## src/common/ps2_pkg.sv

```systemverilog
// Timing constants assume a 50 MHz clk; scan code set 2 and plain 3-byte mouse packets only
package ps2_pkg;

   ////////////////////////////////////////
   // Timing, in clk cycles

   // Equal samples needed before the PS/2 clock counts as changed
   localparam int FILTER_LEN = 8;
   // Host clock-low pulse before request-to-send, 100 us
   localparam int INHIBIT_CYCLES = 5000;
   // Pause before the first command and between retries
   localparam int RETRY_CYCLES = 2000;
   // Wait for the acknowledge byte
   localparam int ACK_TIMEOUT_CYCLES = 200000;
   // Idle time that drops a partial frame, 1 ms
   localparam int RX_IDLE_CYCLES = 50000;

   ////////////////////////////////////////
   // Protocol bytes

   localparam logic [7:0] CMD_ENABLE_REPORTING = 8'hF4;
   localparam logic [7:0] BYTE_ACK = 8'hFA;
   localparam logic [7:0] BYTE_RESEND = 8'hFE;
   localparam logic [7:0] PREFIX_EXT = 8'hE0;
   localparam logic [7:0] PREFIX_BREAK = 8'hF0;

   // Absolute mouse position
   localparam int POS_W = 12;
   localparam int POS_MAX = (1 << POS_W) - 1;

   // Key event as seen at kb_data
   typedef struct packed {
      logic       is_break;
      logic       is_ext;
      logic [5:0] seq;
      logic [7:0] code;
   } kb_event_t;

   // First byte of a stream packet
   typedef struct packed {
      logic y_ovf;
      logic x_ovf;
      logic y_sign;
      logic x_sign;
      logic always_one;
      logic middle;
      logic right;
      logic left;
   } mouse_status_t;

endpackage

```

## src/common/ps2_byte_if.sv

```systemverilog
// One received PS/2 byte per transfer; the source holds valid, data and err until ready
`timescale 1ns/1ps

interface ps2_byte_if;

   logic       valid;
   logic       ready;
   logic [7:0] data;
   // Bad start, parity or stop bit
   logic       err;

   // Frame receiver side
   modport source (
      output valid,
      output data,
      output err,
      input  ready
   );

   // Decoder or controller side
   modport sink (
      input  valid,
      input  data,
      input  err,
      output ready
   );

endinterface

```

## src/design/ps2_rx.sv

```systemverilog
// Device-to-host frames only; a frame that completes while a byte is still held is dropped
`timescale 1ns/1ps

module ps2_rx (
   input  logic       clk,
   input  logic       reset,
   input  logic       enable,
   input  logic       ps2_clk,
   input  logic       ps2_data,
   ps2_byte_if.source out
);

   logic [1:0] clk_sync;
   logic [1:0] data_sync;
   logic [$clog2(ps2_pkg::FILTER_LEN)-1:0] filt_cnt;
   logic clk_filt;
   logic fall;
   logic [10:0] shreg;
   logic [3:0] bit_cnt;
   logic [$clog2(ps2_pkg::RX_IDLE_CYCLES)-1:0] idle_cnt;
   logic frame_done;
   logic frame_err;
   logic load;

   ////////////////////////////////////////
   // Clock filter

   always_ff @(posedge clk) begin
      if (reset) begin
         clk_sync <= 2'b11;
         data_sync <= 2'b11;
         filt_cnt <= '0;
         clk_filt <= 1'b1;
         fall <= 1'b0;
      end else begin
         clk_sync <= {clk_sync[0], ps2_clk};
         data_sync <= {data_sync[0], ps2_data};
         fall <= 1'b0;
         if (clk_sync[1] == clk_filt) begin
            filt_cnt <= '0;
         end else if (filt_cnt == ps2_pkg::FILTER_LEN - 1) begin
            filt_cnt <= '0;
            clk_filt <= clk_sync[1];
            // Old level high means this is a falling edge
            fall <= clk_filt;
         end else begin
            filt_cnt <= filt_cnt + 1'b1;
         end
      end
   end

   ////////////////////////////////////////
   // Frame assembly

   always_ff @(posedge clk) begin
      if (reset) begin
         bit_cnt <= '0;
         idle_cnt <= '0;
         frame_done <= 1'b0;
      end else begin
         frame_done <= 1'b0;
         if (!enable) begin
            bit_cnt <= '0;
            idle_cnt <= '0;
         end else if (fall) begin
            idle_cnt <= '0;
            if (bit_cnt == 4'd10) begin
               bit_cnt <= '0;
               frame_done <= 1'b1;
            end else begin
               bit_cnt <= bit_cnt + 1'b1;
            end
         end else if (bit_cnt != 4'd0) begin
            // Watchdog for a frame the device abandoned
            if (idle_cnt == ps2_pkg::RX_IDLE_CYCLES - 1) begin
               bit_cnt <= '0;
               idle_cnt <= '0;
            end else begin
               idle_cnt <= idle_cnt + 1'b1;
            end
         end
      end
   end

   // LSB first: start in [0], data in [8:1], parity in [9], stop in [10]
   always_ff @(posedge clk) begin
      if (fall) begin
         shreg <= {data_sync[1], shreg[10:1]};
      end
   end

   // Odd parity over data and parity bit
   assign frame_err = shreg[0] | ~(^shreg[9:1]) | ~shreg[10];
   assign load = frame_done && (!out.valid || out.ready);

   ////////////////////////////////////////
   // Byte output

   always_ff @(posedge clk) begin
      if (reset) begin
         out.valid <= 1'b0;
      end else if (load) begin
         out.valid <= 1'b1;
      end else if (out.ready) begin
         out.valid <= 1'b0;
      end
   end

   always_ff @(posedge clk) begin
      if (load) begin
         out.data <= shreg[8:1];
         out.err <= frame_err;
      end
   end

   // A held byte stays put until the consumer takes it
   assert property (@(posedge clk) disable iff (reset)
      out.valid && !out.ready |=> out.valid && $stable(out.data) && $stable(out.err));

endmodule

```

## src/design/ps2_support.sv

```systemverilog
// Line outputs are open-collector levels for an external pad; no back-pressure on the strobes
`timescale 1ns/1ps

module ps2_support (
   input  logic                      clk,
   input  logic                      reset,

   input  logic                      kb_ps2_clk_in,
   input  logic                      kb_ps2_data_in,
   output logic                      kb_ready,
   output logic [15:0]               kb_data,

   input  logic                      ms_ps2_clk_in,
   input  logic                      ms_ps2_data_in,
   output logic                      ms_ready,
   output logic [ps2_pkg::POS_W-1:0] ms_x,
   output logic [ps2_pkg::POS_W-1:0] ms_y,
   output logic [2:0]                ms_button,
   output logic                      ms_ps2_clk_out,
   output logic                      ms_ps2_data_out,
   output logic                      ms_ps2_dir
);

   ps2_byte_if kb_bytes ();
   ps2_byte_if ms_bytes ();

   logic kb_event_valid;
   ps2_pkg::kb_event_t kb_event;

   logic cmd_valid;
   logic [7:0] cmd_data;
   logic cmd_ready;
   logic tx_busy;
   logic tx_done;
   logic tx_nack;
   logic pkt_valid;
   logic [ps2_pkg::POS_W-1:0] pos_x;
   logic [ps2_pkg::POS_W-1:0] pos_y;
   logic [2:0] buttons;

   ////////////////////////////////////////
   // Keyboard

   ps2_rx kb_rx_i (
      .clk      (clk),
      .reset    (reset),
      .enable   (1'b1),
      .ps2_clk  (kb_ps2_clk_in),
      .ps2_data (kb_ps2_data_in),
      .out      (kb_bytes.source)
   );

   kb_scan_decoder kb_dec_i (
      .clk         (clk),
      .reset       (reset),
      .in          (kb_bytes.sink),
      .event_valid (kb_event_valid),
      .kb_event    (kb_event)
   );

   always_ff @(posedge clk) begin
      if (reset) begin
         kb_ready <= 1'b0;
         kb_data <= '0;
      end else begin
         kb_ready <= kb_event_valid;
         kb_data <= kb_event;
      end
   end

   ////////////////////////////////////////
   // Mouse

   // Receiver is held clear while the host owns the line
   ps2_rx ms_rx_i (
      .clk      (clk),
      .reset    (reset),
      .enable   (!tx_busy),
      .ps2_clk  (ms_ps2_clk_in),
      .ps2_data (ms_ps2_data_in),
      .out      (ms_bytes.source)
   );

   mouse_ctrl ms_ctrl_i (
      .clk       (clk),
      .reset     (reset),
      .in        (ms_bytes.sink),
      .cmd_valid (cmd_valid),
      .cmd_data  (cmd_data),
      .cmd_ready (cmd_ready),
      .done      (tx_done),
      .nack      (tx_nack),
      .pkt_valid (pkt_valid),
      .x         (pos_x),
      .y         (pos_y),
      .buttons   (buttons)
   );

   ps2_tx ms_tx_i (
      .clk          (clk),
      .reset        (reset),
      .cmd_valid    (cmd_valid),
      .cmd_data     (cmd_data),
      .cmd_ready    (cmd_ready),
      .busy         (tx_busy),
      .done         (tx_done),
      .nack         (tx_nack),
      .ps2_clk_in   (ms_ps2_clk_in),
      .ps2_data_in  (ms_ps2_data_in),
      .ps2_clk_out  (ms_ps2_clk_out),
      .ps2_data_out (ms_ps2_data_out),
      .ps2_dir      (ms_ps2_dir)
   );

   always_ff @(posedge clk) begin
      if (reset) begin
         ms_ready <= 1'b0;
         ms_x <= '0;
         ms_y <= '0;
         ms_button <= '0;
      end else begin
         ms_ready <= pkt_valid;
         ms_x <= pos_x;
         ms_y <= pos_y;
         ms_button <= buttons;
      end
   end

endmodule

```

## src/keyboard/kb_scan_decoder.sv

```systemverilog
// Scan code set 2 prefixes E0 and F0 only; the E1 pause sequence comes out as plain codes
`timescale 1ns/1ps

module kb_scan_decoder (
   input  logic               clk,
   input  logic               reset,
   ps2_byte_if.sink           in,
   output logic               event_valid,
   output ps2_pkg::kb_event_t kb_event
);

   logic ext_pend;
   logic brk_pend;
   logic [5:0] seq;
   logic take;
   logic code_byte;

   // The keyboard cannot be stalled
   assign in.ready = 1'b1;
   assign take = in.valid && in.ready;
   assign code_byte = take && !in.err && (in.data != ps2_pkg::PREFIX_EXT) &&
                      (in.data != ps2_pkg::PREFIX_BREAK);

   always_ff @(posedge clk) begin
      if (reset) begin
         ext_pend <= 1'b0;
         brk_pend <= 1'b0;
         seq <= '0;
         event_valid <= 1'b0;
      end else begin
         event_valid <= code_byte;
         if (take) begin
            if (in.err || code_byte) begin
               // A bad frame also forgets any pending prefix
               ext_pend <= 1'b0;
               brk_pend <= 1'b0;
            end else if (in.data == ps2_pkg::PREFIX_EXT) begin
               ext_pend <= 1'b1;
            end else begin
               brk_pend <= 1'b1;
            end
         end
         if (code_byte) begin
            seq <= seq + 1'b1;
         end
      end
   end

   // Sequence count wraps so the host can spot gaps
   always_ff @(posedge clk) begin
      if (code_byte) begin
         kb_event.is_break <= brk_pend;
         kb_event.is_ext <= ext_pend;
         kb_event.seq <= seq + 1'b1;
         kb_event.code <= in.data;
      end
   end

endmodule

```

## src/mouse/mouse_ctrl.sv

```systemverilog
// Sends only enable reporting; expects standard 3-byte packets with no wheel byte
`timescale 1ns/1ps

module mouse_ctrl (
   input  logic                      clk,
   input  logic                      reset,
   ps2_byte_if.sink                  in,
   output logic                      cmd_valid,
   output logic [7:0]                cmd_data,
   input  logic                      cmd_ready,
   input  logic                      done,
   input  logic                      nack,
   output logic                      pkt_valid,
   output logic [ps2_pkg::POS_W-1:0] x,
   output logic [ps2_pkg::POS_W-1:0] y,
   output logic [2:0]                buttons
);

   typedef enum logic [2:0] {S_WAIT, S_SEND, S_XFER, S_ACK, S_STREAM} state_t;

   state_t state;
   logic [$clog2(ps2_pkg::ACK_TIMEOUT_CYCLES)-1:0] timer;
   logic [1:0] byte_idx;
   ps2_pkg::mouse_status_t status;
   logic [7:0] dx;
   logic take;
   logic got_ack;
   logic got_resend;

   // Add a 9-bit signed delta and clamp to the position range
   function automatic logic [ps2_pkg::POS_W-1:0] clamp_axis(
      input logic [ps2_pkg::POS_W-1:0] pos,
      input logic                      sign,
      input logic [7:0]                delta
   );
      logic signed [ps2_pkg::POS_W+1:0] sum;
      sum = $signed({2'b00, pos}) + $signed({{(ps2_pkg::POS_W - 6){sign}}, delta});
      if (sum < 0) begin
         return '0;
      end else if (sum > ps2_pkg::POS_MAX) begin
         return {ps2_pkg::POS_W{1'b1}};
      end
      return sum[ps2_pkg::POS_W-1:0];
   endfunction

   // Bytes are taken only while an answer or a packet is expected
   assign in.ready = (state == S_ACK) || (state == S_STREAM);
   assign take = in.valid && in.ready;
   assign got_ack = !in.err && (in.data == ps2_pkg::BYTE_ACK);
   assign got_resend = !in.err && (in.data == ps2_pkg::BYTE_RESEND);
   assign cmd_valid = (state == S_SEND);
   assign cmd_data = ps2_pkg::CMD_ENABLE_REPORTING;

   ////////////////////////////////////////
   // Command phase

   always_ff @(posedge clk) begin
      if (reset) begin
         state <= S_WAIT;
         timer <= '0;
      end else begin
         case (state)
            S_WAIT: begin
               if (timer == ps2_pkg::RETRY_CYCLES - 1) begin
                  timer <= '0;
                  state <= S_SEND;
               end else begin
                  timer <= timer + 1'b1;
               end
            end
            S_SEND: begin
               if (cmd_ready) begin
                  state <= S_XFER;
               end
            end
            S_XFER: begin
               if (done) begin
                  timer <= '0;
                  state <= nack ? S_WAIT : S_ACK;
               end
            end
            S_ACK: begin
               if (take) begin
                  timer <= '0;
                  if (got_ack) begin
                     state <= S_STREAM;
                  end else if (got_resend) begin
                     // Mouse asked for the byte again
                     state <= S_SEND;
                  end else begin
                     state <= S_WAIT;
                  end
               end else if (timer == ps2_pkg::ACK_TIMEOUT_CYCLES - 1) begin
                  timer <= '0;
                  state <= S_WAIT;
               end else begin
                  timer <= timer + 1'b1;
               end
            end
            S_STREAM: begin
               state <= S_STREAM;
            end
            default: begin
               state <= S_WAIT;
            end
         endcase
      end
   end

   ////////////////////////////////////////
   // Stream packets

   always_ff @(posedge clk) begin
      if (reset) begin
         byte_idx <= '0;
         pkt_valid <= 1'b0;
         x <= '0;
         y <= '0;
         buttons <= '0;
      end else begin
         pkt_valid <= 1'b0;
         if (state == S_STREAM && take) begin
            if (in.err) begin
               byte_idx <= '0;
            end else begin
               case (byte_idx)
                  // Bit 3 is always one in a first byte; otherwise resync
                  2'd0: byte_idx <= in.data[3] ? 2'd1 : 2'd0;
                  2'd1: byte_idx <= 2'd2;
                  default: begin
                     byte_idx <= '0;
                     pkt_valid <= 1'b1;
                     buttons <= {status.left, status.middle, status.right};
                     if (!status.x_ovf) begin
                        x <= clamp_axis(x, status.x_sign, dx);
                     end
                     if (!status.y_ovf) begin
                        y <= clamp_axis(y, status.y_sign, in.data);
                     end
                  end
               endcase
            end
         end
      end
   end

   always_ff @(posedge clk) begin
      if (state == S_STREAM && take && byte_idx == 2'd0) begin
         status <= in.data;
      end
      if (state == S_STREAM && take && byte_idx == 2'd1) begin
         dx <= in.data;
      end
   end

   // Position moves only with a packet strobe
   assert property (@(posedge clk) disable iff (reset)
      ($changed(x) || $changed(y)) |-> pkt_valid);

   // A clamped sum moves by one delta at most, so it never wraps past 4095 or 0
   assert property (@(posedge clk) disable iff (reset)
      pkt_valid |-> (int'(x) - int'($past(x)) <= 256) &&
                    (int'($past(x)) - int'(x) <= 256) &&
                    (int'(y) - int'($past(y)) <= 256) &&
                    (int'($past(y)) - int'(y) <= 256));

   // Once streaming, no command is in flight and the transmitter stays idle
   assert property (@(posedge clk) disable iff (reset)
      (state == S_STREAM) |-> cmd_ready && !done);

endmodule

```

## src/mouse/ps2_tx.sv

```systemverilog
// Host-to-device byte send; outputs are open-collector levels, 1 means released
`timescale 1ns/1ps

module ps2_tx (
   input  logic       clk,
   input  logic       reset,
   input  logic       cmd_valid,
   input  logic [7:0] cmd_data,
   output logic       cmd_ready,
   output logic       busy,
   output logic       done,
   output logic       nack,
   input  logic       ps2_clk_in,
   input  logic       ps2_data_in,
   output logic       ps2_clk_out,
   output logic       ps2_data_out,
   output logic       ps2_dir
);

   typedef enum logic [1:0] {S_IDLE, S_INHIBIT, S_SEND} state_t;

   state_t state;
   logic [1:0] clk_sync;
   logic [1:0] data_sync;
   logic [$clog2(ps2_pkg::FILTER_LEN)-1:0] filt_cnt;
   logic clk_filt;
   logic fall;
   logic [$clog2(ps2_pkg::INHIBIT_CYCLES)-1:0] inh_cnt;
   logic [3:0] bit_cnt;
   logic [9:0] shreg;

   assign cmd_ready = (state == S_IDLE);
   assign busy = (state != S_IDLE);

   ////////////////////////////////////////
   // Device clock filter

   always_ff @(posedge clk) begin
      if (reset) begin
         clk_sync <= 2'b11;
         data_sync <= 2'b11;
         filt_cnt <= '0;
         clk_filt <= 1'b1;
         fall <= 1'b0;
      end else begin
         clk_sync <= {clk_sync[0], ps2_clk_in};
         data_sync <= {data_sync[0], ps2_data_in};
         fall <= 1'b0;
         if (clk_sync[1] == clk_filt) begin
            filt_cnt <= '0;
         end else if (filt_cnt == ps2_pkg::FILTER_LEN - 1) begin
            filt_cnt <= '0;
            clk_filt <= clk_sync[1];
            fall <= clk_filt;
         end else begin
            filt_cnt <= filt_cnt + 1'b1;
         end
      end
   end

   ////////////////////////////////////////
   // Send sequence

   always_ff @(posedge clk) begin
      if (reset) begin
         state <= S_IDLE;
         inh_cnt <= '0;
         bit_cnt <= '0;
         done <= 1'b0;
         nack <= 1'b0;
         ps2_clk_out <= 1'b1;
         ps2_data_out <= 1'b1;
         ps2_dir <= 1'b0;
      end else begin
         done <= 1'b0;
         case (state)
            S_IDLE: begin
               if (cmd_valid) begin
                  inh_cnt <= '0;
                  ps2_dir <= 1'b1;
                  ps2_clk_out <= 1'b0;
                  state <= S_INHIBIT;
               end
            end
            S_INHIBIT: begin
               if (inh_cnt == ps2_pkg::INHIBIT_CYCLES - 1) begin
                  // Request-to-send: data low doubles as the start bit
                  ps2_clk_out <= 1'b1;
                  ps2_data_out <= 1'b0;
                  bit_cnt <= '0;
                  state <= S_SEND;
               end else begin
                  inh_cnt <= inh_cnt + 1'b1;
               end
            end
            S_SEND: begin
               if (fall) begin
                  if (bit_cnt == 4'd10) begin
                     // Device pulls data low to acknowledge
                     nack <= data_sync[1];
                     done <= 1'b1;
                     ps2_dir <= 1'b0;
                     state <= S_IDLE;
                  end else begin
                     ps2_data_out <= shreg[0];
                     bit_cnt <= bit_cnt + 1'b1;
                  end
               end
            end
            default: begin
               state <= S_IDLE;
            end
         endcase
      end
   end

   // Data bits LSB first, then odd parity, then stop
   always_ff @(posedge clk) begin
      if (state == S_IDLE && cmd_valid) begin
         shreg <= {1'b1, ~(^cmd_data), cmd_data};
      end else if (state == S_SEND && fall && bit_cnt != 4'd10) begin
         shreg <= {1'b1, shreg[9:1]};
      end
   end

   // The host only pulls a line low while it owns the bus
   assert property (@(posedge clk) disable iff (reset)
      (!ps2_clk_out || !ps2_data_out) |-> ps2_dir);

endmodule

```

## config.mk

```make
export PLATFORM = sky130hd
export DESIGN_NAME = ps2_support
export DESIGN_NICKNAME = d
export VERILOG_FILES = /design/src/common/ps2_pkg.sv /design/src/common/ps2_byte_if.sv /design/src/design/ps2_rx.sv /design/src/design/ps2_support.sv /design/src/keyboard/kb_scan_decoder.sv /design/src/mouse/mouse_ctrl.sv /design/src/mouse/ps2_tx.sv
export SDC_FILE = /design/constraint.sdc
export NUM_CORES = 1
export LEC_CHECK = 0
export BUFFER_PORTS_ARGS = -buffer_cell sky130_fd_sc_hd__buf_2
export CORE_ASPECT_RATIO = 0.5
export CORE_UTILIZATION = 30
export CTS_CLUSTER_DIAMETER = 30
export DETAILED_ROUTE_END_ITERATION = 12
export GPL_TIMING_DRIVEN = 0
export SLEW_MARGIN = 5
export SYNTH_ARGS = -nofsm -noshare
export SYNTH_HDL_FRONTEND = slang
export SYNTH_SLANG_ARGS = --single-unit
```

## constraint.sdc

```tcl
create_clock -name clk -period 4.43 [get_ports clk]
set_clock_uncertainty 0.05 [all_clocks]
set_input_delay 1.329 -clock clk [delete_from_list [all_inputs] [get_ports clk]]
set_output_delay 1.329 -clock clk [all_outputs]
set_load 0.005 [all_outputs]
```

==> impl_metrics.prom, run 1 <==
# TYPE chip_impl_metric gauge
chip_impl_info{name="status",value="complete, but fails checks"} 1
chip_impl_info{name="violations",value="design-rule violations"} 1
chip_impl_metric{name="reg2reg_setup_slack",unit="ns"} 1.55
chip_impl_metric{name="power.clock.fraction",unit="%"} 57.7
chip_impl_metric{name="first_global_vias",unit=""} 7611
chip_impl_metric{name="power.net_switching",unit="mW"} 1.306
chip_impl_metric{name="routabilityCongestion",unit=""} 0.7955
chip_impl_metric{name="clock_sink_count",unit=""} 276
chip_impl_metric{name="netlist_area",unit="mm^2"} 0.01146
chip_impl_metric{name="area.growth.synth_to_final",unit="%"} 21.93
chip_impl_metric{name="combined_global_route_utilization_of_all_metal_layers",unit="%"} 11.71
chip_impl_metric{name="yosys_synthesis_warning_count",unit=""} 0
chip_impl_metric{name="maxCapViolations",unit=""} 0
chip_impl_metric{name="fp.dieW",unit="um"} 278.4
chip_impl_metric{name="async_reset_ff_share",unit="%"} 0
chip_impl_metric{name="power.ir.vdd_worst",unit="uV"} 230.9
chip_impl_metric{name="layout-drive-gt1-share",unit="%"} 14.37
chip_impl_metric{name="reg2reg_depth",unit=""} 9
chip_impl_info{name="min_path_type",value="register to register"} 1
chip_impl_metric{name="die-area",unit="mm^2"} 0.03903
chip_impl_info{name="endpoint_kind",value="register"} 1
chip_impl_metric{name="worstPathArrival",unit="ns"} 3.94
chip_impl_metric{name="floorplan.initialDensity",unit="%"} 30.53
chip_impl_metric{name="final_antenna_net_count",unit=""} 0
chip_impl_metric{name="postSynthRegisterBits",unit=""} 276
chip_impl_metric{name="power.share.sequential",unit="%"} 41.2
chip_impl_metric{name="setup-violations-final",unit=""} 0
chip_impl_metric{name="grt_start_max_net_pins",unit=""} 19
chip_impl_metric{name="final-max-slew-violation-count",unit=""} 0
chip_impl_info{name="worstSetupStartpoint",value="reset"} 1
chip_impl_metric{name="detail_route.vias_per_cell",unit=""} 4.593
chip_impl_metric{name="clock_network_latency_to_the_later_pin_of_the_worst_skew_pair",unit="ns"} 0.55
chip_impl_metric{name="timing.setup.tns",unit="ns"} 0
chip_impl_info{name="critical_path.reg2reg.endpoint",value="ms_ctrl_i.x[11]"} 1
chip_impl_metric{name="num_antenna_cells",unit=""} 0
chip_impl_metric{name="synth.yosys.seq_area_share",unit="%"} 54.42
chip_impl_info{name="criticalPathCategory",value="input port to register"} 1
chip_impl_metric{name="dieHeight",unit="um"} 140.2
chip_impl_metric{name="min_period",unit="ns"} 3.597
chip_impl_metric{name="core_region_area",unit="mm^2"} 0.03754
chip_impl_metric{name="p_comb_share",unit="%"} 1.1
chip_impl_metric{name="gate_count_after_technology_mapping",unit=""} 1091
chip_impl_metric{name="timing.max_slew.rel_slack",unit="%"} 34.48
chip_impl_metric{name="pin_count",unit=""} 54
chip_impl_info{name="timing.rr.start",value="ms_ctrl_i.status[4]"} 1
chip_impl_metric{name="avg_cell_area_syn",unit="um^2"} 10.50
chip_impl_info{name="layout_commonest_cell",value="sky130_fd_sc_hd__dfxtp_1"} 1
chip_impl_metric{name="grt_overflow",unit=""} 0
chip_impl_metric{name="clk_pin_slew_worst_paths",unit="ns"} 0.05
chip_impl_metric{name="period_share",unit="%"} 81.19
chip_impl_metric{name="power.static_leakage",unit="nW"} 5.354
chip_impl_metric{name="routed-via-count",unit=""} 7928
chip_impl_metric{name="first_iter_violations",unit=""} 502
chip_impl_metric{name="synth-edff-count",unit=""} 71
chip_impl_metric{name="final_wirelength",unit="um"} 22560
chip_impl_metric{name="drt_drc_violations_left",unit=""} 1
chip_impl_metric{name="hold_viol_final",unit=""} 0
chip_impl_metric{name="power",unit="mW"} 6.321
chip_impl_metric{name="tightestPinTransition",unit="ns"} 0.9753
chip_impl_metric{name="achievable-frequency",unit="MHz"} 278.0
chip_impl_metric{name="synth_net_count",unit=""} 1144
chip_impl_metric{name="cts-htree-levels",unit=""} 2
chip_impl_metric{name="ctsResizeCount",unit=""} 0
chip_impl_metric{name="grt_antenna_before_repair",unit=""} 1
chip_impl_metric{name="grt_first_pass_wirelength",unit="um"} 37590
chip_impl_metric{name="sw_frac_of_total",unit="%"} 20.66
chip_impl_metric{name="portBuffers",unit=""} 53
chip_impl_info{name="tritoncts",value="yes"} 1
chip_impl_metric{name="timing.critical_path.required",unit="ns"} 4.77
chip_impl_metric{name="cts_post_setup_buffers_inserted",unit=""} 0
chip_impl_info{name="grt_setup_unrepaired",value="no"} 1
chip_impl_metric{name="power_per_cell_area",unit="mW/mm^2"} 452.4
chip_impl_metric{name="layout.filler_cells",unit=""} 3725
chip_impl_metric{name="cts_hold_buf",unit=""} 0
chip_impl_info{name="timing.critical_path.to",value="kb_dec_i.seq[4]"} 1
chip_impl_info{name="synth_flop_cell",value="sky130_fd_sc_hd__dfxtp_1"} 1
chip_impl_metric{name="crit_path_max_fanout",unit=""} 10
chip_impl_info{name="timing.critical_path.from_type",value="input port"} 1
chip_impl_info{name="clock-root-buffer",value="sky130_fd_sc_hd__clkbuf_16"} 1
chip_impl_metric{name="cts_inserted_buffers",unit=""} 47
chip_impl_metric{name="cellInternalPower",unit="mW"} 5.015
chip_impl_metric{name="floorplan.rows",unit=""} 50
chip_impl_metric{name="hpwlAfterDp",unit="um"} 15200
chip_impl_metric{name="first_pass_iters",unit=""} 11
chip_impl_info{name="mostFrequentLayoutCells",value="sky130_fd_sc_hd__dfxtp_1 (205), sky130_fd_sc_hd__nor2_1 (119), sky130_fd_sc_hd__nand2_1 (76), sky130_fd_sc_hd__edfxtp_1 (71), sky130_fd_sc_hd__buf_2 (60)"} 1
chip_impl_metric{name="final_nets",unit=""} 1246
chip_impl_metric{name="route.detailed.wl_per_inst",unit="um"} 13.07
chip_impl_metric{name="cts-root-to-sink-buffers",unit=""} 3
chip_impl_metric{name="synth_cell_type_count",unit=""} 80
## area by class of cell
| type | count | area [um^2] | area share [%] |
|---|---|---|---|
| flip-flops and latches | 276 | 6236 | 44.63 |
| multi-input cells | 755 | 4979 | 35.63 |
| clock buffers | 62 | 1315 | 9.411 |
| well taps | 494 | 618.1 | 4.423 |
| clock inverters | 26 | 310.3 | 2.221 |
| repair buffers | 53 | 265.3 | 1.898 |
| plain buffers | 36 | 160.2 | 1.146 |
| inverters | 24 | 90.09 | 0.6447 |
## sequential cells by signal, indices dropped and copies added, names as in the netlist, 11 cells and up
name / flops
ms_tx_i.inh_cnt: 13
ms_y: 12
kb_rx_i.shreg: 11
ms_ctrl_i.y: 12
kb_rx_i.idle_cnt: 16
ms_x: 12
kb_data: 16
ms_rx_i.shreg: 11
ms_ctrl_i.timer: 18
ms_rx_i.idle_cnt: 16
kb_dec_i.kb_event: 16
ms_ctrl_i.x: 12
## cells in the mapped netlist (all sizes together), types with 7 or more instances
| cell | n | area (um^2) |
|---|---|---|
| dfxtp | 205 | 4104 |
| nor2 | 119 | 446.7 |
| nand2 | 76 | 285.3 |
| edfxtp | 71 | 2132 |
| a21oi | 54 | 289.0 |
| xnor2 | 53 | 464.2 |
| nor2b | 50 | 312.8 |
| ha | 45 | 563.0 |
| nand3 | 40 | 200.2 |
| xor2 | 40 | 350.3 |
| o21ai | 33 | 165.1 |
| nor3 | 30 | 171.4 |
| inv | 24 | 90.08 |
| clkbuf | 23 | 87.58 |
| and3 | 19 | 118.9 |
| or3 | 18 | 117.6 |
| and2 | 13 | 81.33 |
| buf | 13 | 72.56 |
| nand4 | 12 | 87.58 |
| or2 | 12 | 75.08 |
| nand3b | 11 | 82.58 |
| mux2i | 10 | 100.1 |
| a221o | 9 | 90.09 |
| nor4 | 9 | 62.56 |
| a21o | 8 | 60.06 |
| nand2b | 7 | 43.79 |
| o221a | 7 | 78.83 |
## critical path: stages
cell                       delay, ns
sky130_fd_sc_hd__buf_2          0.24
sky130_fd_sc_hd__clkbuf_1       0.46
sky130_fd_sc_hd__clkbuf_1       0.68
sky130_fd_sc_hd__clkbuf_1       0.59
sky130_fd_sc_hd__clkbuf_1       0.53
sky130_fd_sc_hd__a21oi_1        0.11
## how the worst min path moves through the flow
stage | from | endpoint | slack, ns | cells past startpoint
5_1_grt | kb_rx_i.data_sync[1] | kb_rx_i.shreg[10] | 0.36 | 0
3_5_place_dp | kb_rx_i.data_sync[1] | kb_rx_i.shreg[10] | 0.34 | 0
3_3_place_gp | kb_rx_i.data_sync[1] | kb_rx_i.shreg[10] | 0.34 | 0
4_1_cts | kb_rx_i.data_sync[1] | kb_rx_i.shreg[10] | 0.35 | 0
2_1_floorplan | kb_rx_i.data_sync[1] | kb_rx_i.shreg[10] | 0.34 | 0
6_report | kb_rx_i.data_sync[1] | kb_rx_i.shreg[10] | 0.35 | 0
## per-layer routing
layer,GRT usage (%),share of wire [%],vias up
li1,-,-,4085
met1,15.59,49,3698
met2,18.89,45,111
met3,2.619,4.6,34
met4,3.693,1.6,0
met5,0,0,-
## cells by family (layout without fill, tap and decap cells)
logic type | after synthesis | in the layout | share of synthesized area (%)
and+or+nand+nor | 440 | 440 | 20.03
DFF | 276 | 276 | 54.42
AOI/OAI and AO/OA | 165 | 165 | 10.12
xor gates and xnor gates | 93 | 93 | 7.108
buffers and inverters | 60 | 201 | 2.183
adders and majority gates | 47 | 47 | 5.263
muxes | 10 | 10 | 0.8735
## per-stage QoR
step                cell area [um^2]  worst slack [ns]  hold slack, ns  std cells  utilization (%)
finish                         13970            0.8331          0.3512       1726            37.23
global route                   13970            0.5837          0.3619       1726            37.23
CTS                            13970            0.7279          0.3538       1726            37.21
detailed placement             12340            0.1663          0.3421       1638            32.88
global placement               12340            0.1625          0.3401       1638            32.88
floorplan                      11460             1.744          0.3355       1091                -
## power groups by stage
stage          Combinational [mW]  Clock (mW)  Sequential, mW
6_report                   0.0682        3.65            2.60
5_1_grt                    0.0781        3.85            2.60
4_1_cts                    0.0710        3.73            2.60
3_5_place_dp               0.0709           0            2.65
3_3_place_gp               0.0704           0            2.65
2_1_floorplan              0.0412           0            2.65
(Power assumes the default switching activity.)
==> run 2: changes to the inputs <==
==> constraint.sdc (replaced) <==
create_clock -name clk -period 3.2 [get_ports clk]
set_clock_uncertainty 0.05 [all_clocks]
set_input_delay 0.96 -clock clk [delete_from_list [all_inputs] [get_ports clk]]
set_output_delay 0.96 -clock clk [all_outputs]
set_load 0.005 [all_outputs]
==> impl_metrics.prom, run 2 (synthesis gave the netlist of run 1 again) <==
# TYPE chip_impl_metric gauge
chip_impl_metric{name="fp.dieW",unit="um"} 278.4
chip_impl_metric{name="worstPathArrival",unit="ns"} 3.24
chip_impl_metric{name="detail_route.vias_per_cell",unit=""} 4.595
chip_impl_metric{name="min_period",unit="ns"} 2.887
chip_impl_metric{name="floorplan.initialDensity",unit="%"} 30.53
chip_impl_metric{name="area.growth.synth_to_final",unit="%"} 21.96
chip_impl_metric{name="final_design_area_no_fill",unit="mm^2"} 0.01398
chip_impl_metric{name="routabilityCongestion",unit=""} 0.7955
chip_impl_metric{name="power",unit="mW"} 8.751
chip_impl_metric{name="timing.hold.worst_path_depth",unit=""} 0
chip_impl_metric{name="achievable-frequency",unit="MHz"} 346.4
chip_impl_metric{name="setup-violations-final",unit=""} 0
chip_impl_info{name="hold_path.startpoint",value="kb_rx_i.data_sync[1]"} 1
chip_impl_metric{name="power.share.sequential",unit="%"} 41.2
chip_impl_metric{name="routed-via-count",unit=""} 7931
chip_impl_info{name="min_delay_worst_endpoint",value="kb_rx_i.shreg[10]"} 1
chip_impl_metric{name="maxCapViolations",unit=""} 0
chip_impl_metric{name="max_reg_flops",unit=""} 18
chip_impl_metric{name="postPlaceCellArea",unit="mm^2"} 0.01234
chip_impl_metric{name="hold_viol_final",unit=""} 0
chip_impl_metric{name="power.net_switching",unit="mW"} 1.808
chip_impl_metric{name="timing.critical_path.required",unit="ns"} 3.56
chip_impl_info{name="timing.rr.start",value="ms_ctrl_i.status[4]"} 1
chip_impl_metric{name="cts-root-to-sink-buffers",unit=""} 3
chip_impl_metric{name="power.ir.vdd_worst",unit="uV"} 319.7
chip_impl_metric{name="clock_network_latency_to_the_later_pin_of_the_worst_skew_pair",unit="ns"} 0.55
chip_impl_metric{name="pin_count",unit=""} 54
chip_impl_metric{name="first_iter_violations",unit=""} 513
chip_impl_info{name="status",value="complete, but fails checks"} 1
chip_impl_info{name="min_path_type",value="register to register"} 1
chip_impl_metric{name="cellInternalPower",unit="mW"} 6.943
chip_impl_metric{name="period_share",unit="%"} 90.22
chip_impl_metric{name="sw_frac_of_total",unit="%"} 20.66
chip_impl_info{name="grt_setup_unrepaired",value="no"} 1
chip_impl_metric{name="drt_drc_violations_left",unit=""} 2
chip_impl_metric{name="core_region_area",unit="mm^2"} 0.03754
chip_impl_info{name="endpoint_kind",value="register"} 1
chip_impl_metric{name="seq_area",unit="mm^2"} 0.006236
chip_impl_metric{name="route.detailed.wl_per_inst",unit="um"} 13.07
chip_impl_info{name="mostFrequentLayoutCells",value="sky130_fd_sc_hd__dfxtp_1 (205), sky130_fd_sc_hd__nor2_1 (119), sky130_fd_sc_hd__nand2_1 (76), sky130_fd_sc_hd__edfxtp_1 (71), sky130_fd_sc_hd__buf_2 (60)"} 1
chip_impl_info{name="tritoncts",value="yes"} 1
chip_impl_metric{name="area_of_the_multi_input_gates",unit="mm^2"} 0.004979
chip_impl_info{name="timing.critical_path.from_type",value="register"} 1
chip_impl_metric{name="die-area",unit="mm^2"} 0.03903
chip_impl_metric{name="portBuffers",unit=""} 53
chip_impl_metric{name="combined_global_route_utilization_of_all_metal_layers",unit="%"} 11.71
chip_impl_info{name="critical_path.reg2reg.endpoint",value="ms_ctrl_i.x[11]"} 1
chip_impl_metric{name="reg2reg_depth",unit=""} 9
chip_impl_metric{name="final_antenna_net_count",unit=""} 0
chip_impl_metric{name="layout.filler_cells",unit=""} 3725
chip_impl_metric{name="timing.max_slew.rel_slack",unit="%"} 34.58
chip_impl_metric{name="finalHoldWorstSlack",unit="ns"} 0.3511
chip_impl_metric{name="post-route-util",unit="%"} 37.23
chip_impl_metric{name="grt_antenna_before_repair",unit=""} 1
chip_impl_metric{name="power_per_cell_area",unit="mW/mm^2"} 626.1
chip_impl_metric{name="crit_path_max_fanout",unit=""} 9
chip_impl_metric{name="floorplan.rows",unit=""} 50
chip_impl_metric{name="power.clock.fraction",unit="%"} 57.7
chip_impl_metric{name="first_pass_iters",unit=""} 11
chip_impl_metric{name="cts_inserted_buffers",unit=""} 47
chip_impl_info{name="clock-root-buffer",value="sky130_fd_sc_hd__clkbuf_16"} 1
chip_impl_metric{name="final-max-slew-violation-count",unit=""} 0
chip_impl_metric{name="cts-htree-levels",unit=""} 2
chip_impl_info{name="layout_commonest_cell",value="sky130_fd_sc_hd__dfxtp_1"} 1
chip_impl_metric{name="power.static_leakage",unit="nW"} 5.360
chip_impl_metric{name="final_wirelength",unit="um"} 22560
chip_impl_metric{name="grt_start_max_net_pins",unit=""} 19
chip_impl_metric{name="clock_sink_count",unit=""} 276
chip_impl_metric{name="grt_first_pass_wirelength",unit="um"} 37590
chip_impl_metric{name="grt_overflow",unit=""} 0
chip_impl_info{name="register_with_the_most_flip_flops",value="ms_ctrl_i.timer"} 1
chip_impl_metric{name="hpwlAfterDp",unit="um"} 15200
chip_impl_info{name="violations",value="design-rule violations"} 1
chip_impl_metric{name="num_antenna_cells",unit=""} 0
chip_impl_info{name="criticalPathCategory",value="register to register"} 1
chip_impl_metric{name="final_nets",unit=""} 1246
chip_impl_metric{name="dieHeight",unit="um"} 140.2
chip_impl_metric{name="reg2reg_setup_slack",unit="ns"} 0.31
chip_impl_metric{name="clk_pin_slew_worst_paths",unit="ns"} 0.05
chip_impl_metric{name="layout-drive-gt1-share",unit="%"} 14.53
chip_impl_metric{name="tightestPinTransition",unit="ns"} 0.9738
chip_impl_metric{name="p_comb_share",unit="%"} 1.1
chip_impl_metric{name="first_global_vias",unit=""} 7611
## run 2: worst max-delay path by stage
stage                               endpoint                 from  slack, ns
after floorplan               ms_ctrl_i.y[5]  ms_ctrl_i.status[5]       0.64
after global placement      ms_tx_i.state[1]                reset      -0.70
after detailed placement  kb_rx_i.bit_cnt[1]                reset      -0.69
after CTS                    kb_dec_i.seq[4]                reset       0.13
after global routing         ms_ctrl_i.x[11]  ms_ctrl_i.status[4]       0.16
final                        ms_ctrl_i.x[11]  ms_ctrl_i.status[4]       0.31
## run 2: timing repair
| item | CTS | global route |
|---|---|---|
| setup buffers | 0 | 0 |
| pin swaps | 0 | 0 |
| setup endpoints to repair | 20 | 1 |
| hold buffers | 0 | 0 |
| resized for setup | 1 | 2 |
## run 2: per-layer routing
metal / up-vias / global-route usage [%] / wire length (um)
li1: 4085 / - / -
met1: 3689 / 15.59 / 10930
met2: 121 / 18.89 / 10130
met3: 36 / 2.619 / 1108
met4: 0 / 3.693 / 397
met5: - / 0 / 0
## run 2: power groups by stage
stage / registers, mW / clock network, mW / logic (mW)
after floorplan: 3.67 / 0 / 0.0571
after global placement: 3.67 / 0 / 0.0975
after detailed placement: 3.67 / 0 / 0.0981
after CTS: 3.60 / 5.16 / 0.0984
after global routing: 3.60 / 5.33 / 0.108
final: 3.61 / 5.05 / 0.0947
## run 2: layout make-up
cell class,instances,area share (%)
buffer,36,1.164
clock buffer,62,9.409
clock inverter,26,2.220
inverter,24,0.6446
multi-input combinational,755,35.62
sequential,276,44.62
tap,494,4.423
timing repair buffer,53,1.898
## run 2: stage by stage
stage               std cells  TNS, ns  setup slack (ns)
finish                   1726        0            0.3129
detailed placement       1638   -19.56           -0.6947
global placement         1638   -19.30           -0.6985
CTS                      1726        0            0.1278
floorplan                1091        0            0.6437
global route             1726        0            0.1597
## run 2: critical path, stage by stage (launching register included)
cell and delay, ns:
sky130_fd_sc_hd__edfxtp_1 0.55, sky130_fd_sc_hd__ha_1 0.35, sky130_fd_sc_hd__clkbuf_1 0.17, sky130_fd_sc_hd__a21oi_1 0.34
sky130_fd_sc_hd__a31o_2 0.22, sky130_fd_sc_hd__and2_1 0.15, sky130_fd_sc_hd__o31ai_1 0.09, sky130_fd_sc_hd__xor2_1 0.20
sky130_fd_sc_hd__a2111oi_0 0.48, sky130_fd_sc_hd__a211oi_1 0.14
==> run 3: changes to the inputs <==
--- a/config.mk
+++ b/config.mk
@@ -11,6 +11,7 @@
 export CTS_CLUSTER_DIAMETER = 30
 export DETAILED_ROUTE_END_ITERATION = 12
 export GPL_TIMING_DRIVEN = 0
+export SETUP_SLACK_MARGIN = 0.5
 export SLEW_MARGIN = 5
 export SYNTH_ARGS = -nofsm -noshare
 export SYNTH_HDL_FRONTEND = slang
==> impl_metrics.prom, run 3 (synthesis gave the netlist of run 1 again) <==
# TYPE chip_impl_metric gauge
chip_impl_metric{name="first_global_vias",unit=""} 7709
chip_impl_metric{name="cts_inserted_buffers",unit=""} 47
chip_impl_metric{name="post-place-ws",unit="ns"} -0.6947
chip_impl_metric{name="cts-htree-levels",unit=""} 2
chip_impl_info{name="min_path_type",value="register to register"} 1
chip_impl_metric{name="grt_first_pass_wirelength",unit="um"} 38020
chip_impl_metric{name="power_per_cell_area",unit="mW/mm^2"} 610.8
chip_impl_metric{name="cts-root-to-sink-buffers",unit=""} 3
chip_impl_metric{name="fp.dieW",unit="um"} 278.4
chip_impl_metric{name="seq_area",unit="mm^2"} 0.006236
chip_impl_metric{name="floorplan.initialDensity",unit="%"} 30.53
chip_impl_metric{name="achievable-frequency",unit="MHz"} 379.8
chip_impl_metric{name="hpwlAfterDp",unit="um"} 15200
chip_impl_metric{name="worstPathArrival",unit="ns"} 3.07
chip_impl_metric{name="reg2reg_setup_slack",unit="ns"} 0.57
chip_impl_metric{name="period_share",unit="%"} 82.28
chip_impl_metric{name="max_reg_flops",unit=""} 18
chip_impl_metric{name="hold_viol_final",unit=""} 0
chip_impl_metric{name="dieHeight",unit="um"} 140.2
chip_impl_metric{name="timing.max_slew.rel_slack",unit="%"} 35.21
chip_impl_metric{name="layoutNonFillerInstCount",unit=""} 1748
chip_impl_metric{name="core_region_area",unit="mm^2"} 0.03754
chip_impl_metric{name="clock_network_latency_to_the_later_pin_of_the_worst_skew_pair",unit="ns"} 0.55
chip_impl_metric{name="crit_path_max_fanout",unit=""} 8
chip_impl_metric{name="area.growth.synth_to_final",unit="%"} 25.20
chip_impl_metric{name="final_wirelength",unit="um"} 23030
chip_impl_metric{name="cts_hold_buf",unit=""} 0
chip_impl_metric{name="tightestPinTransition",unit="ns"} 0.9644
chip_impl_metric{name="grt_overflow",unit=""} 0
chip_impl_metric{name="clock_sink_count",unit=""} 276
chip_impl_info{name="register_with_the_most_flip_flops",value="ms_ctrl_i.timer"} 1
chip_impl_metric{name="drt_drc_violations_left",unit=""} 1
chip_impl_info{name="layout_commonest_cell",value="sky130_fd_sc_hd__dfxtp_1"} 1
chip_impl_metric{name="timing.setup.tns",unit="ns"} 0
chip_impl_metric{name="dp.cells",unit=""} 1638
chip_impl_metric{name="portBuffers",unit=""} 53
chip_impl_metric{name="final_nets",unit=""} 1268
chip_impl_info{name="grt_setup_unrepaired",value="yes"} 1
chip_impl_metric{name="die-area",unit="mm^2"} 0.03903
chip_impl_metric{name="timing.critical_path.required",unit="ns"} 3.64
chip_impl_info{name="status",value="complete, but fails checks"} 1
chip_impl_metric{name="final-max-slew-violation-count",unit=""} 0
chip_impl_metric{name="layout-drive-gt1-share",unit="%"} 18.98
chip_impl_info{name="mostFrequentLayoutCells",value="sky130_fd_sc_hd__dfxtp_1 (205), sky130_fd_sc_hd__nor2_1 (119), sky130_fd_sc_hd__nand2_1 (75), sky130_fd_sc_hd__edfxtp_1 (71), sky130_fd_sc_hd__buf_2 (60)"} 1
chip_impl_metric{name="combined_global_route_utilization_of_all_metal_layers",unit="%"} 11.84
chip_impl_info{name="clock-root-buffer",value="sky130_fd_sc_hd__clkbuf_16"} 1
chip_impl_metric{name="routabilityCongestion",unit=""} 0.7955
chip_impl_metric{name="layout.filler_cells",unit=""} 3693
chip_impl_metric{name="grt_start_max_net_pins",unit=""} 19
chip_impl_metric{name="setup_slack",unit="ns"} 0.5670
chip_impl_metric{name="route.detailed.wl_per_inst",unit="um"} 13.18
chip_impl_metric{name="detail_route.vias_per_cell",unit=""} 4.596
chip_impl_metric{name="first_pass_iters",unit=""} 11
chip_impl_metric{name="num_antenna_cells",unit=""} 0
chip_impl_metric{name="area_of_the_multi_input_gates",unit="mm^2"} 0.005166
chip_impl_metric{name="power.static_leakage",unit="nW"} 5.520
chip_impl_metric{name="maxCapViolations",unit=""} 0
chip_impl_metric{name="grt_antenna_before_repair",unit=""} 1
chip_impl_metric{name="power.ir.vdd_worst",unit="uV"} 319.6
chip_impl_metric{name="pin_count",unit=""} 54
chip_impl_metric{name="floorplan.rows",unit=""} 50
chip_impl_info{name="tritoncts",value="yes"} 1
chip_impl_metric{name="final_antenna_net_count",unit=""} 0
chip_impl_metric{name="first_iter_violations",unit=""} 452
chip_impl_info{name="violations",value="design-rule violations"} 1
chip_impl_info{name="criticalPathCategory",value="register to register"} 1
chip_impl_info{name="timing.critical_path.from_type",value="register"} 1
chip_impl_metric{name="routed-via-count",unit=""} 8033
chip_impl_metric{name="clk_pin_slew_worst_paths",unit="ns"} 0.06
chip_impl_metric{name="min_period",unit="ns"} 2.633
chip_impl_info{name="endpoint_kind",value="register"} 1
chip_impl_metric{name="setup-violations-final",unit=""} 0
[run 3: final timing paths]
| kind | start | endpoint | cells past startpoint |
|---|---|---|---|
| max | ms_rx_i.out.data[6] | ms_ctrl_i.y[9] | 9 |
| min | kb_rx_i.data_sync[1] | kb_rx_i.shreg[10] | 0 |
| min reg2reg | kb_rx_i.data_sync[1] | kb_rx_i.shreg[10] | 0 |
| max reg2reg | ms_rx_i.out.data[6] | ms_ctrl_i.y[9] | 9 |
[run 3: layout make-up]
class / instances / area share (%)
timing repair buffer: 75 / 3.000
clock inverter: 26 / 2.163
multi-input combinational: 755 / 36.01
buffer: 36 / 1.264
sequential: 276 / 43.46
tap: 494 / 4.308
clock buffer: 62 / 9.165
inverter: 24 / 0.6279
[run 3: report_power, final]
| group | internal [mW] | total (mW) | switching, mW |
|---|---|---|---|
| clock network | 3.32 | 5.06 | 1.74 |
| registers | 3.59 | 3.61 | 0.0131 |
| logic | 0.0318 | 0.0980 | 0.0662 |
[run 3: timing repair]
item,CTS,global route
pin swaps,1,13
gates resized for setup,15,44
setup endpoints to repair,69,71
buffers inserted,13,9
[run 3: metal layers]
layer	track usage (%)	part of all wire [%]	vias up
met5	0	0	-
met4	3.751	1.5	0
met3	2.669	5.0	34
met2	19.12	45	120
met1	15.74	48	3747
li1	-	-	4132
[run 3: critical path, cell delays in order (launching register included)]
cell and delay, ns:
sky130_fd_sc_hd__edfxtp_1 0.45, sky130_fd_sc_hd__ha_2 0.36, sky130_fd_sc_hd__a21oi_1 0.17, sky130_fd_sc_hd__o211ai_2 0.11
sky130_fd_sc_hd__a221o_1 0.35, sky130_fd_sc_hd__or3_4 0.38, sky130_fd_sc_hd__a211oi_4 0.26, sky130_fd_sc_hd__and2_4 0.19
sky130_fd_sc_hd__buf_6 0.13, sky130_fd_sc_hd__a221o_1 0.11
[run 3: stage by stage]
stage	util, %	power, mW	cell area (um^2)	hold WS, ns
floorplan	-	3.729	11460	0.3355
finish	38.22	8.763	14350	0.3511
global route	38.22	9.046	14350	0.3619
detailed placement	32.88	3.772	12340	0.3421
CTS	37.60	8.864	14110	0.3538
global placement	32.88	3.771	12340	0.3401
